==> src/include/imul_defines.svh <==
//------------------------------------------------
// Operand and result width is fixed at 32 bits.
// Shift width must be able to hold the value 32.
//------------------------------------------------

`ifndef IMUL_DEFINES_SVH
`define IMUL_DEFINES_SVH

`define IMUL_NBITS        32
`define IMUL_SHAMT_NBITS  6

`endif

==> src/logic/imul_pkg.sv <==
//------------------------------------------------
// Sequencer state type for the multiplier
//------------------------------------------------

package imul_pkg;

  // One operation in flight, so three states cover it
  typedef enum logic [1:0] {
    IDLE,
    CALC,
    DONE
  } imul_state_t;

endpackage

==> src/logic/imul_ctrl_if.sv <==
//------------------------------------------------
// Control and status between sequencer and datapath.
// No clock inside, all signals are combinational.
//------------------------------------------------

`include "imul_defines.svh"

interface imul_ctrl_if;

  // Control, sequencer to datapath
  logic                          load;
  logic                          acc_clear;
  logic                          acc_en;
  logic [`IMUL_SHAMT_NBITS-1:0]  shift_amt;

  // Status, current multiplier register
  logic [`IMUL_NBITS-1:0]        b_word;

  modport decode  (output load, acc_clear, acc_en, shift_amt, input b_word);

  modport execute (input load, shift_amt, output b_word);

  modport result  (input acc_clear, acc_en);

endinterface

==> src/logic/imul_decode.sv <==
//------------------------------------------------
// Sequencer, one operation at a time.
// Done is seen one cycle after the counter hits 32.
//------------------------------------------------

`include "imul_defines.svh"

module imul_decode (
  input  logic             clk,
  input  logic             reset,

  // Request and response handshake
  input  logic             req_val,
  output logic             req_rdy,
  output logic             resp_val,
  input  logic             resp_rdy,

  imul_ctrl_if.decode      ctrl
);

  localparam int shamt_w = `IMUL_SHAMT_NBITS;

  imul_pkg::imul_state_t  state;
  imul_pkg::imul_state_t  state_next;

  // Bits of the multiplier consumed so far
  logic [shamt_w-1:0]     count;

  logic                   req_go;
  logic                   resp_go;
  logic                   calc_done;
  logic                   step;
  logic [shamt_w-1:0]     shift_dec;

  //------------------------------------------------
  // Handshake and status
  //------------------------------------------------

  assign req_rdy   = (state == imul_pkg::IDLE);
  assign resp_val  = (state == imul_pkg::DONE);
  assign req_go    = req_val && req_rdy;
  assign resp_go   = resp_val && resp_rdy;
  assign calc_done = (count >= `IMUL_NBITS);

  // Working cycle, the last CALC cycle does nothing
  assign step      = (state == imul_pkg::CALC) && !calc_done;

  //------------------------------------------------
  // Zero-skip decoder
  //------------------------------------------------

  // Lowest set bit above bit 0 gives the step size
  // All zero above bit 0 means skip the whole word
  always_comb begin
    shift_dec = shamt_w'(`IMUL_NBITS);
    for (int i = `IMUL_NBITS - 1; i >= 1; i--) begin
      if (ctrl.b_word[i]) begin
        shift_dec = shamt_w'(i);
      end
    end
  end

  //------------------------------------------------
  // State and counter
  //------------------------------------------------

  always_comb begin
    state_next = state;
    case (state)
      imul_pkg::IDLE: if (req_go) state_next = imul_pkg::CALC;
      imul_pkg::CALC: if (calc_done) state_next = imul_pkg::DONE;
      imul_pkg::DONE: if (resp_go) state_next = imul_pkg::IDLE;
      default:        state_next = imul_pkg::IDLE;
    endcase
  end

  always_ff @(posedge clk) begin
    if (reset) begin
      state <= imul_pkg::IDLE;
      count <= '0;
    end else begin
      state <= state_next;
      // Counter restarts with each new operation
      if (req_go) begin
        count <= '0;
      end else if (step) begin
        count <= count + ctrl.shift_amt;
      end
    end
  end

  //------------------------------------------------
  // Control outputs
  //------------------------------------------------

  assign ctrl.load      = req_go;
  assign ctrl.acc_clear = req_go;
  assign ctrl.acc_en    = step && ctrl.b_word[0];
  // Registers hold outside working cycles
  assign ctrl.shift_amt = step ? shift_dec : '0;

endmodule

==> src/logic/imul_execute.sv <==
//------------------------------------------------
// Operand registers and shifters.
// Shift of 32 clears a register, which is intended.
//------------------------------------------------

`include "imul_defines.svh"

module imul_execute (
  input  logic                    clk,
  input  logic                    reset,

  // Operands from the request channel
  input  logic [`IMUL_NBITS-1:0]  req_a,
  input  logic [`IMUL_NBITS-1:0]  req_b,

  imul_ctrl_if.execute            ctrl,

  // Multiplicand toward the accumulator
  output logic [`IMUL_NBITS-1:0]  addend
);

  // Multiplicand and multiplier
  logic [`IMUL_NBITS-1:0]  a_reg;
  logic [`IMUL_NBITS-1:0]  b_reg;

  logic [`IMUL_NBITS-1:0]  a_shift;
  logic [`IMUL_NBITS-1:0]  b_shift;

  //------------------------------------------------
  // Shifters
  //------------------------------------------------

  // Multiplicand moves up as multiplier bits are used
  assign a_shift = a_reg << ctrl.shift_amt;
  assign b_shift = b_reg >> ctrl.shift_amt;

  //------------------------------------------------
  // Registers
  //------------------------------------------------

  always_ff @(posedge clk) begin
    if (reset) begin
      a_reg <= '0;
      b_reg <= '0;
    end else if (ctrl.load) begin
      a_reg <= req_a;
      b_reg <= req_b;
    end else begin
      a_reg <= a_shift;
      b_reg <= b_shift;
    end
  end

  assign ctrl.b_word = b_reg;
  assign addend      = a_reg;

endmodule

==> src/logic/imul_result.sv <==
//------------------------------------------------
// Accumulator, low 32 bits of the product only.
// Sum wraps, carry out is dropped.
//------------------------------------------------

`include "imul_defines.svh"

module imul_result (
  input  logic                    clk,
  input  logic                    reset,

  imul_ctrl_if.result             ctrl,

  // Shifted multiplicand
  input  logic [`IMUL_NBITS-1:0]  addend,

  // Response word
  output logic [`IMUL_NBITS-1:0]  result
);

  logic [`IMUL_NBITS-1:0]  acc;

  // Clear wins over add
  always_ff @(posedge clk) begin
    if (reset) begin
      acc <= '0;
    end else if (ctrl.acc_clear) begin
      acc <= '0;
    end else if (ctrl.acc_en) begin
      acc <= acc + addend;
    end
  end

  // Held steady while the response waits
  assign result = acc;

endmodule

==> src/logic/imul_top.sv <==
//------------------------------------------------
// Variable-latency 32-bit unsigned multiplier.
// Low product word only, one operation at a time.
//------------------------------------------------

`include "imul_defines.svh"

module imul_top (
  input  logic                    clk,
  input  logic                    reset,

  // Request channel
  input  logic                    req_val,
  output logic                    req_rdy,
  input  logic [`IMUL_NBITS-1:0]  req_a,
  input  logic [`IMUL_NBITS-1:0]  req_b,

  // Response channel
  output logic                    resp_val,
  input  logic                    resp_rdy,
  output logic [`IMUL_NBITS-1:0]  resp_result
);

  // Shared control and status
  imul_ctrl_if ctrl ();

  // Multiplicand into the accumulator
  logic [`IMUL_NBITS-1:0]  addend;

  //------------------------------------------------
  // Sequencer
  //------------------------------------------------

  imul_decode u_decode (
    .clk      (clk),
    .reset    (reset),
    .req_val  (req_val),
    .req_rdy  (req_rdy),
    .resp_val (resp_val),
    .resp_rdy (resp_rdy),
    .ctrl     (ctrl.decode)
  );

  //------------------------------------------------
  // Datapath
  //------------------------------------------------

  imul_execute u_execute (
    .clk    (clk),
    .reset  (reset),
    .req_a  (req_a),
    .req_b  (req_b),
    .ctrl   (ctrl.execute),
    .addend (addend)
  );

  imul_result u_result (
    .clk    (clk),
    .reset  (reset),
    .ctrl   (ctrl.result),
    .addend (addend),
    .result (resp_result)
  );

endmodule

==> config.mk <==
export PLATFORM = sky130hd
export DESIGN_NAME = imul_top
export DESIGN_NICKNAME = d
export VERILOG_FILES = /design/src/logic/imul_pkg.sv /design/src/logic/imul_ctrl_if.sv /design/src/logic/imul_decode.sv /design/src/logic/imul_execute.sv /design/src/logic/imul_result.sv /design/src/logic/imul_top.sv
export VERILOG_INCLUDE_DIRS = /design/src /design/src/include
export SDC_FILE = /design/constraint.sdc
export NUM_CORES = 1
export LEC_CHECK = 0
export BUFFER_PORTS_ARGS = -buffer_cell sky130_fd_sc_hd__buf_2
export CORE_ASPECT_RATIO = 2
export CORE_MARGIN = 2
export CORE_UTILIZATION = 55
export DETAILED_ROUTE_END_ITERATION = 7
export GPL_ROUTABILITY_DRIVEN = 0
export MAX_ROUTING_LAYER = met4
export PLACE_DENSITY_LB_ADDON = 0.15
export SETUP_SLACK_MARGIN = 0.5
export SYNTH_ARGS = -nofsm -noshare
export SYNTH_HDL_FRONTEND = slang
export SYNTH_HIERARCHICAL = 1
export SYNTH_SLANG_ARGS = --single-unit
==> constraint.sdc <==
create_clock -name clk -period 2.9 [get_ports clk]
set_input_delay 0.58 -clock clk [delete_from_list [all_inputs] [get_ports clk]]
set_output_delay 0.58 -clock clk [all_outputs]
set_load 0.01 [all_outputs]
==> results of run 1 <==
[repair_timing]
item                                    in CTS
cloned                                       4
endpoints found under the setup margin      86
pin swaps                                   75
resized for setup                          301
buffers inserted                            55
[cell usage after synthesis, types with 6 or more instances]
cell type  count
clkbuf_1      38
o21ai_0       67
a21oi_1       78
a21o_1        11
a21boi_0       7
nand2_1      121
nand4_1        6
o21a_1        13
nand3_1       25
nor3_1        30
or3_1         10
a22oi_1       31
nand2b_1       6
ha_1          36
o22ai_1       10
a211oi_1      15
and3_1         7
nor2_1       106
mux4_1        14
buf_4          7
mux2_2        29
buf_2         12
xnor2_1        8
mux2i_1       50
buf_6          6
and2_1         6
a31oi_1       11
mux4_2        33
a221oi_1      12
nor2b_1       12
buf_1          6
nor4_1         6
o21bai_1       6
o211ai_1      21
dfxtp_1      104
inv_1         23
[cells by family after synthesis]
group / synth area share
AO/OA/AOI/OAI: 0.245
XOR/XNOR: 0.0105
adder cells (fa/ha/maj): 0.0534
buffers and inverters: 0.0539
flip-flops: 0.227
multiplexers: 0.214
AND/OR/NAND/NOR: 0.196
[per-stage QoR]
| stage | setup slack (ps) | instances | cell area, um2 | util |
|---|---|---|---|---|
| detailed placement | -527 | 1526 | 11300 | 0.693 |
| CTS | -34.7 | 1599 | 13400 | 0.820 |
| floorplan | 49.2 | 1086 | 9270 | - |
| global placement | -537 | 1526 | 11300 | 0.693 |
[routing by layer]
metal,global-route usage,overflow
met3,0.291,0
met1,0.555,0
met2,0.775,1
met5,-,-
met4,0.514,1
==> impl_metrics.yaml, run 1 <==
synthesis:
  synthArstFlopShare: 0
  synth_cells: 1086
  ys.flop_type: "dfxtp_1"
  yosys.area.top_type: "dfxtp_1"
  syn_area_um2: 9190
  synth-seq-area-share: 0.227
  synthDistinctLibCells: 84
  ys.warnings.count: 6
  syn-mean-instance-area_um2: 8.46
  synth_area_leaders: "dfxtp_1 23%, mux4_2 8.1%, mux2i_1 5.4%, nand2_1 4.9%, ha_1 4.9%"
  syn_nets: 1192
  synth_top_area_frac: 0.227
  synth_edf_count: 0
  ys_ff_latch: 104
clocking:
  clockBufferDepth: 2
  clock_sinks: 104
  root_buffer: "clkbuf_16"
  htreeDepth: 3
  cts_made_buffers: 9
  cts_hold_buf: 0
grt:
  grt_pass1_wl_mm: 72.6
  grt_max_degree: 59
  overflow: 2
  track_usage: 0.562
  grt_pass1_vias: 12535
die:
  row_count: 66
  die_y_um: 187
  die-width_um: 95.4
  start_util: 0.562
  ios: 102
outcome:
  stop_stage: "5_1_grt"
  error: "[ERROR GRT-0116] Global routing finished with congestion. Check the congestion regions in the DRC Viewer."
  status: "did not finish"
placement:
  hpwl_mm: 28.7
  port_buffers: 101
==> inputs of run 2 (changes only) <==
--- a/config.mk
+++ b/config.mk
@@ -7,14 +7,11 @@
 export NUM_CORES = 1
 export LEC_CHECK = 0
 export BUFFER_PORTS_ARGS = -buffer_cell sky130_fd_sc_hd__buf_2
-export CORE_ASPECT_RATIO = 2
 export CORE_MARGIN = 2
-export CORE_UTILIZATION = 55
+export CORE_UTILIZATION = 40
 export DETAILED_ROUTE_END_ITERATION = 7
 export GPL_ROUTABILITY_DRIVEN = 0
-export MAX_ROUTING_LAYER = met4
 export PLACE_DENSITY_LB_ADDON = 0.15
-export SETUP_SLACK_MARGIN = 0.5
 export SYNTH_ARGS = -nofsm -noshare
 export SYNTH_HDL_FRONTEND = slang
 export SYNTH_HIERARCHICAL = 1
==> constraint.sdc (replaced) <==
create_clock -name clk -period 3.77 [get_ports clk]
set_input_delay 0.754 -clock clk [delete_from_list [all_inputs] [get_ports clk]]
set_output_delay 0.754 -clock clk [all_outputs]
set_load 0.01 [all_outputs]
==> run 2 against run 1 <==
  * The flow now finishes without violations
  * Synthesized cell count unchanged
  * Area after synthesis is the same
==> impl_metrics.yaml, run 2 <==
outcome:
  status: "finished clean"
synthesis:
  synth_area_leaders: "dfxtp_1 23%, mux4_2 8.1%, mux2i_1 5.4%, nand2_1 4.9%, ha_1 4.9%"
  synth_cells: 1086
  synthMuxAreaShare: 0.214
  syn_nets: 1192
  synthArstFlopShare: 0
  yosys.area.top_type: "dfxtp_1"
  synthXorXnorAreaFrac: 0.0105
  syn_area_um2: 9190
  synth_top_family_by_area: "compound AO/OA/AOI/OAI gates"
  synthDistinctLibCells: 84
  yosysMostFrequentCell: "nand2_1"
  synth_fa_ha_area_frac: 0.0534
  ys.flop_type: "dfxtp_1"
  synth-seq-area-share: 0.227
  ys_top_cells_by_count: "121 x nand2_1, 106 x nor2_1, 104 x dfxtp_1, 78 x a21oi_1, 67 x o21ai_0"
  synth_edf_count: 0
  synth_compound_area_frac: 0.245
  ys_ff_latch: 104
  syn-mean-instance-area_um2: 8.46
  synth_top_area_frac: 0.227
  synthSimpleGateAreaFrac: 0.196
  ys.warnings.count: 6
setup_path:
  crit_fanout: 9
  path_class: "reg2reg"
  cp.required_ps: 4060
  crit_start: "u_execute/ctrl.b_word[31]$_SDFF_PP0_"
  cp-start-kind: "flip-flop"
  r2r_start: "u_execute/ctrl.b_word[31]$_SDFF_PP0_"
  cp.arrival_ps: 3730
  cp-end-kind: "flip-flop"
grt:
  grt_pass1_wl_mm: 51.0
  grt_pass1_vias: 8931
  grt_max_degree: 54
  overflow: 0
  antenna_found_initial: 0
  track_usage: 0.272
timing:
  setup_violations: 0
  period_needed_ps: 3440
  slew_headroom: 0.318
  finalCritPeriodShare: 0.912
  rsz0062_at_grt: "no"
  worst_pin_slew_ps: 1020
  skew_ps: 11.5
  finalMaxSlewViolations: 0
  tns_ps: 0
  fmax_mhz: 291
  finalHoldViolations: 0
power_and_ir_drop:
  p_sw_uw: 1890
  power.internal_uw: 2790
  p_leak_uw: 0.00431
  comb_power_share: 0.460
  p_sw_frac: 0.403
  clock_power_share: 0.241
  seqPwrFrac: 0.299
  peakVddDrop_uv: 217
  powerDensity_nw_per_um2: 449
  p_total_uw: 4680
die:
  row_count: 55
  die-width_um: 156
  start_util: 0.407
  die_y_um: 156
  core_um2: 22600
  ios: 102
  die_area_um2: 24200
placement:
  port_buffers: 101
  placed_cells: 1445
  hpwl_mm: 24.7
cells_and_area:
  seqCellArea_um2: 2080
  diodes: 0
  nFillCells: 2261
  drive_gt1_frac: 0.218
  layout_common_cells: "121 x nand2_1, 104 x nor2_1, 104 x dfxtp_1"
  area_delta_synth_final_pct: 13.3
  fin_util: 0.461
  nNetsFinal: 1277
  layoutNonFillerInstCount: 1460
  multi_input_area_um2: 6660
  final_common_cell: "nand2_1"
drt:
  first_pass_iters: 5
  drtAntennaViolNets: 0
  viasPerCell: 6.33
  drc_errors: 0
  num_vias: 9245
  wl_per_cell_um: 22.4
  wl_mm: 32.7
  initialDrtViolationCount: 812
clocking:
  root_buffer: "clkbuf_16"
  clk_pin_slew_worst_paths_ps: 80
  tritoncts: "done"
  cts_hold_buf: 0
  clockBufferDepth: 2
  cts_made_buffers: 9
  clock_sinks: 104
  clk_latency_ps: 370
  htreeDepth: 3
job:
  cap_violations: 0
worst_hold_path:
  min_from: "u_result/result[14]$_SDFFE_PP0P_"
  hold_path_class: "reg2reg"
-- run 2: cell counts after synthesis --
Identical to the previous run, type by type.
-- run 2: worst paths after layout --
check	end	slack, ps	depth (start not counted)
worst max-delay path	u_execute/ctrl.b_word[2]$_SDFF_PP0_	330	12
worst min register to register	u_result/result[14]$_SDFFE_PP0P_	490	2
worst max register to register	u_execute/ctrl.b_word[2]$_SDFF_PP0_	330	12
worst min-delay path	u_result/result[14]$_SDFFE_PP0P_	490	2
-- run 2: power groups by stage --
stage          clock network [uW]  registers (uW)  logic, uW
6_report                     1130            1400       2150
4_1_cts                      1150            1390       2120
5_1_grt                      1200            1420       2310
2_1_floorplan                   0            1340       1540
3_3_place_gp                    0            1420       2100
3_5_place_dp                    0            1420       2110
-- run 2: repair_timing --
item	4_1_cts	5_1_grt
endpoints found under the setup margin	0	1
gates resized for setup	0	1
setup buffers	0	0
-- run 2: cell families (layout without fill, tap and decap cells) --
family | count (synthesis) | in the layout
and+or+nand+nor | 372 | 372
adders and majority gates | 38 | 38
buffers and inverters | 96 | 185
AOI/OAI and AO/OA | 337 | 337
xor gates and xnor gates | 11 | 11
DFF | 104 | 104
muxes | 128 | 128
-- run 2: routing by layer --
layer	vias up	wire length (um)	global-route usage	part of all wire
li1	4340	-	-	-
met4	0	1440	0.119	0.044
met3	78	2170	0.0458	0.067
met5	-	0	0	0
met2	349	15300	0.455	0.47
met1	4478	13700	0.348	0.42
-- run 2: layout make-up --
class,count,area share
multi-input cells,886,0.640
flip-flops and latches,104,0.200
repair buffers,146,0.0846
well taps,285,0.0342
clock buffers,10,0.0230
clock inverters,5,0.00997
inverters,24,0.00865
-- run 2: worst max-delay path: stages, from the launching register on --
cell and delay [ps]:
dfxtp_1 360, nor2_1 170, o31a_1 160, o2111ai_1 200, a2111oi_0 450, buf_4 200, nor2_4 40, inv_1 370
buf_4 260, nand2_1 180, o311ai_0 510, o21ai_0 270, a31oi_1 200
-- run 2: metrics by stage --
stage          setup WS, ps  hold slack [ps]  area [um2]
3_3_place_gp            424              480       10100
6_report                331              490       10400
2_1_floorplan           754              465        9190
5_1_grt                91.6              523       10400
3_5_place_dp            411              484       10100
4_1_cts                 337              496       10400
Power figures use the tool's default switching activity.
==> inputs of run 3 (changes only) <==
--- a/config.mk
+++ b/config.mk
@@ -7,7 +7,6 @@
 export NUM_CORES = 1
 export LEC_CHECK = 0
 export BUFFER_PORTS_ARGS = -buffer_cell sky130_fd_sc_hd__buf_2
-export CORE_MARGIN = 2
 export CORE_UTILIZATION = 40
 export DETAILED_ROUTE_END_ITERATION = 7
 export GPL_ROUTABILITY_DRIVEN = 0
==> run 3 against run 2 <==
  * Setup slack lost 140 ps
  * Register-to-register slack got worse by 140 ps
  * Non-clock buffer count decreased by 4
  * Global-route usage up 0.67 points
  * Maximum frequency decreased by 3.9%
  * Critical endpoint is now u_execute/ctrl.b_word[1]$_SDFFE_PP0P_
==> impl_metrics.yaml, run 3 (synthesized netlist as in run 2, its figures left out) <==
outcome:
  status: "finished clean"
cells_and_area:
  area_delta_synth_final_pct: 12.5
  final_common_cell: "nand2_1"
  seqCellArea_um2: 2080
  multi_input_area_um2: 6680
  nNetsFinal: 1273
  drive_gt1_frac: 0.215
  nFillCells: 2319
  layout_common_cells: "121 x nand2_1, 104 x nor2_1, 104 x dfxtp_1"
  layoutNonFillerInstCount: 1456
  fin_util: 0.458
  diodes: 0
timing:
  rsz0062_at_grt: "no"
  whs_ps: 494
  period_needed_ps: 3580
  worst_pin_slew_ps: 1390
  finalHoldViolations: 0
  final.setup.worst_slack_ps: 190
  fmax_mhz: 279
  slew_headroom: 0.0641
  setup_violations: 0
  skew_ps: 9.31
  finalMaxSlewViolations: 0
  finalCritPeriodShare: 0.950
placement:
  placed_cells: 1441
  hpwl_mm: 24.6
  dp_slack_ps: -37.8
  port_buffers: 101
setup_path:
  setup.worst_path.end: "u_execute/ctrl.b_word[1]$_SDFFE_PP0P_"
  path_class: "reg2reg"
  crit_slowest_cell: "nor3_1"
  worstPathCellList: "nor4b_2, nand3_1, nor2_2, inv_1, nor3_1, a221oi_1, a311oi_1"
  r2r_start: "u_decode/state[0]$_SDFFE_PP0P_"
  r2r_cells: 7
  cp_top_family: "simple AND/OR/NAND/NOR gates"
  cp.arrival_ps: 3850
  cp_num_buf_inv: 1
  cp-end-kind: "flip-flop"
  crit_fanout: 14
  crit_start: "u_decode/state[0]$_SDFFE_PP0P_"
  cp-start-kind: "flip-flop"
  cp.required_ps: 4040
  regToRegSetupSlack_ps: 190
  r2r-end: "u_execute/ctrl.b_word[1]$_SDFFE_PP0P_"
  worst-path-stages: 7
  max_stage_delay_ps: 1190
die:
  die_area_um2: 23600
  row_count: 55
  ios: 102
  start_util: 0.407
  core_um2: 22600
  die-width_um: 154
  die_y_um: 154
clocking:
  cts_made_buffers: 9
  post_cts_resized: 1
  clockBufferDepth: 2
  htreeDepth: 3
  cts_setup_buffers: 0
  clock_sinks: 104
  cts_hold_buf: 0
  root_buffer: "clkbuf_16"
  tritoncts: "done"
  clk_latency_ps: 360
  clk_pin_slew_worst_paths_ps: 70
power_and_ir_drop:
  peakVddDrop_uv: 242
  p_leak_uw: 0.00425
  powerDensity_nw_per_um2: 440
grt:
  grt_pass1_vias: 8765
  grt_max_degree: 43
  track_usage: 0.279
  overflow: 0
  antenna_found_initial: 0
  grt_pass1_wl_mm: 51.0
drt:
  first_pass_iters: 6
  drtAntennaViolNets: 0
  wl_per_cell_um: 22.6
  initialDrtViolationCount: 908
  wl_mm: 32.9
  num_vias: 9345
  drc_errors: 0
  viasPerCell: 6.42
worst_hold_path:
  hold_path_class: "reg2reg"
job:
  cap_violations: 0
## run 3: worst reg2reg max path: stages, from the launching register on
cell	delay (ps)
dfxtp_1	420
nor4b_2	470
nand3_1	360
nor2_2	220
inv_1	290
nor3_1	1200
a221oi_1	220
a311oi_1	320
## run 3: worst min path at each step
stage,depth (start not counted),from,slack [ps],end
detailed placement,2,u_result/result[21]$_SDFFE_PP0P_,490,u_result/result[21]$_SDFFE_PP0P_
global placement,2,u_result/result[14]$_SDFFE_PP0P_,480,u_result/result[14]$_SDFFE_PP0P_
global route,2,u_result/result[14]$_SDFFE_PP0P_,520,u_result/result[14]$_SDFFE_PP0P_
finish,2,u_result/result[21]$_SDFFE_PP0P_,490,u_result/result[21]$_SDFFE_PP0P_
CTS,2,u_result/result[21]$_SDFFE_PP0P_,500,u_result/result[21]$_SDFFE_PP0P_
floorplan,2,u_decode/count[3]$_SDFFE_PP0P_,460,u_decode/count[3]$_SDFFE_PP0P_
## run 3: where the power goes
| part | total, uW | switching [uW] | internal, uW | leakage [uW] |
|---|---|---|---|---|
| registers | 1400 | 192 | 1210 | 0.000849 |
| clock network | 989 | 459 | 531 | 0.000139 |
| logic | 2150 | 1250 | 901 | 0.00327 |
## run 3: layer usage
layer	vias up	track usage	routed length [um]
met5	-	0	0
met4	0	0.122	1470
met3	81	0.0431	2420
met2	459	0.452	15300
met1	4491	0.368	13700
li1	4314	-	-
## run 3: final cells by class
cell class	instances	area share
Multi-Input combinational cell	886	0.646
Sequential cell	104	0.202
Timing Repair Buffer	142	0.0811
Tap cell	285	0.0345
Clock buffer	12	0.0239
Inverter	24	0.00872
Clock inverter	3	0.00412
## run 3: metrics by stage
step / setup TNS [ps] / area, um2 / total power, uW
final: 0 / 10300 / 4550
after detailed placement: -37.8 / 10000 / 3510
after CTS: 0 / 10300 / 4510
after global routing: 0 / 10300 / 4770
after global placement: 0 / 10000 / 3510
after floorplan: 0 / 9190 / 2880
==> inputs of run 4 (changes only) <==
==> constraint.sdc (replaced) <==
create_clock -name clk -period 3.7 [get_ports clk]
set_input_delay 0.74 -clock clk [delete_from_list [all_inputs] [get_ports clk]]
set_output_delay 0.74 -clock clk [all_outputs]
set_load 0.01 [all_outputs]
==> run 4 against run 3 <==
  * Register-to-register slack about the same
  * Sequential power is essentially flat
  * Non-clock buffer count rose by 5
  * Critical path depth grew 2
  * Count of clock-buffer cells in the layout fell by 1
  * Combinational power grew 3%
  * Maximum frequency grew 2.2%
  * Critical path type unchanged
==> impl_metrics.yaml, run 4 (synthesized netlist as in run 2, its figures left out) <==
drt:
  drc_errors: 0
  first_pass_iters: 7
  wl_mm: 32.6
  wl_per_cell_um: 22.3
  num_vias: 9279
  viasPerCell: 6.35
  drtAntennaViolNets: 0
  initialDrtViolationCount: 858
worst_hold_path:
  holdPathStages: 2
  hold_path_class: "reg2reg"
  min_to: "u_result/result[14]$_SDFFE_PP0P_"
  min_from: "u_result/result[14]$_SDFFE_PP0P_"
setup_path:
  crit_slowest_cell: "nor3_1"
  crit_fanout: 8
  regToRegSetupSlack_ps: 200
  r2r-end: "u_execute/addend[31]$_SDFFE_PP0P_"
  cp.arrival_ps: 3780
  path_class: "reg2reg"
  cp.required_ps: 3970
  max_stage_delay_ps: 850
  cp-end-kind: "flip-flop"
  cp_num_buf_inv: 0
  cp-start-kind: "flip-flop"
  r2r_cells: 9
  cp_top_family: "simple AND/OR/NAND/NOR gates"
  worstPathCellList: "nor4_1, nand2_1, nor2_1, nor3_2, nor3_1, nand2_1, nor2_1, a21oi_1, a311oi_1"
  r2r_start: "u_execute/ctrl.b_word[23]$_SDFF_PP0_"
die:
  die_y_um: 154
  start_util: 0.407
  die-width_um: 154
  row_count: 55
  ios: 102
  core_um2: 22600
  die_area_um2: 23600
timing:
  slew_headroom: 0.131
  finalCritPeriodShare: 0.947
  period_needed_ps: 3500
  finalMaxSlewViolations: 0
  rsz0062_at_grt: "no"
  worst_pin_slew_ps: 1290
  finalHoldViolations: 0
  setup_violations: 0
  fmax_mhz: 285
  tns_ps: 0
  skew_ps: 8.97
grt:
  overflow: 0
  grt_max_degree: 37
  antenna_found_initial: 0
  track_usage: 0.277
  grt_pass1_vias: 8712
  grt_pass1_wl_mm: 50.4
clocking:
  cts_hold_buf: 0
  clockBufferDepth: 2
  htreeDepth: 3
  clk_pin_slew_worst_paths_ps: 70
  tritoncts: "done"
  root_buffer: "clkbuf_16"
  cts_made_buffers: 9
  clk_latency_ps: 360
  clock_sinks: 104
placement:
  port_buffers: 101
  hpwl_mm: 24.7
  placed_cells: 1444
cells_and_area:
  drive_gt1_frac: 0.220
  fin_util: 0.463
  nNetsFinal: 1278
  area_delta_synth_final_pct: 13.8
  diodes: 0
  layout_common_cells: "121 x nand2_1, 104 x nor2_1, 104 x dfxtp_1"
  layoutNonFillerInstCount: 1462
  final_common_cell: "nand2_1"
power_and_ir_drop:
  peakVddDrop_uv: 219
  p_total_uw: 4800
  powerDensity_nw_per_um2: 459
  p_leak_uw: 0.00432
outcome:
  status: "finished clean"
job:
  cap_violations: 0
## run 4: cell count changes in the layout (fill, tap and decap cells not counted), sizes merged
| cell | change |
|---|---|
| buf | +5 |
| bufinv | +2 |
| clkbuf | -1 |
## run 4: worst register-to-register path: stages, from the launching register on
cell and delay (ps):
dfxtp_1 380, nor4_1 590, nand2_1 210, nor2_1 180, nor3_2 120, nor3_1 850, nand2_1 490, nor2_1 230
a21oi_1 70, a311oi_1 300
## run 4: worst max path at each step
| stage | start | endpoint | slack [ps] | depth (start not counted) |
|---|---|---|---|---|
| finish | u_execute/ctrl.b_word[23]$_SDFF_PP0_ | u_execute/addend[31]$_SDFFE_PP0P_ | 200 | 9 |
| global route | u_execute/ctrl.b_word[23]$_SDFF_PP0_ | u_execute/addend[31]$_SDFFE_PP0P_ | 20 | 10 |
| CTS | u_execute/ctrl.b_word[31]$_SDFF_PP0_ | u_execute/addend[27]$_SDFF_PP0_ | 140 | 11 |
| detailed placement | u_execute/ctrl.b_word[31]$_SDFF_PP0_ | u_execute/addend[27]$_SDFF_PP0_ | 150 | 11 |
| global placement | u_execute/ctrl.b_word[31]$_SDFF_PP0_ | u_execute/addend[27]$_SDFF_PP0_ | 190 | 11 |
| floorplan | u_decode/state[0]$_SDFFE_PP0P_ | u_execute/addend[27]$_SDFF_PP0_ | 680 | 11 |
## run 4: what timing repair did
action                                  in CTS  in global routing
buffers inserted                             0                  2
endpoints found under the setup margin       0                  2
resized for setup                            0                  2
## run 4: area by class of cell
| class | instances | area [um2] |
|---|---|---|
| clock inverters | 5 | 103 |
| well taps | 285 | 357 |
| inverters | 24 | 90.1 |
| flip-flops and latches | 104 | 2080 |
| clock buffers | 11 | 253 |
| multi-input cells | 886 | 6670 |
| repair buffers | 147 | 901 |
| fillers | 2271 | 12100 |
## run 4: per-layer routing
| layer | up-vias | part of all wire | GRT usage |
|---|---|---|---|
| li1 | 4340 | - | - |
| met1 | 4444 | 0.42 | 0.355 |
| met2 | 414 | 0.47 | 0.469 |
| met3 | 81 | 0.069 | 0.0380 |
| met4 | 0 | 0.036 | 0.111 |
| met5 | - | 0 | 0 |
## run 4: per-stage QoR
step           hold WS (ps)  worst slack [ps]  cell area, um2
2_1_floorplan           465               684            9190
3_3_place_gp            478               187           10100
3_5_place_dp            482               154           10100
4_1_cts                 494               138           10400
5_1_grt                 537              23.2           10500
6_report                493               196           10500
## run 4: power by group
part / internal [uW] / total [uW] / switching [uW]
clock: 699 / 1170 / 474
combinational: 936 / 2210 / 1280
sequential: 1230 / 1410 / 180
total: 2870 / 4800 / 1930
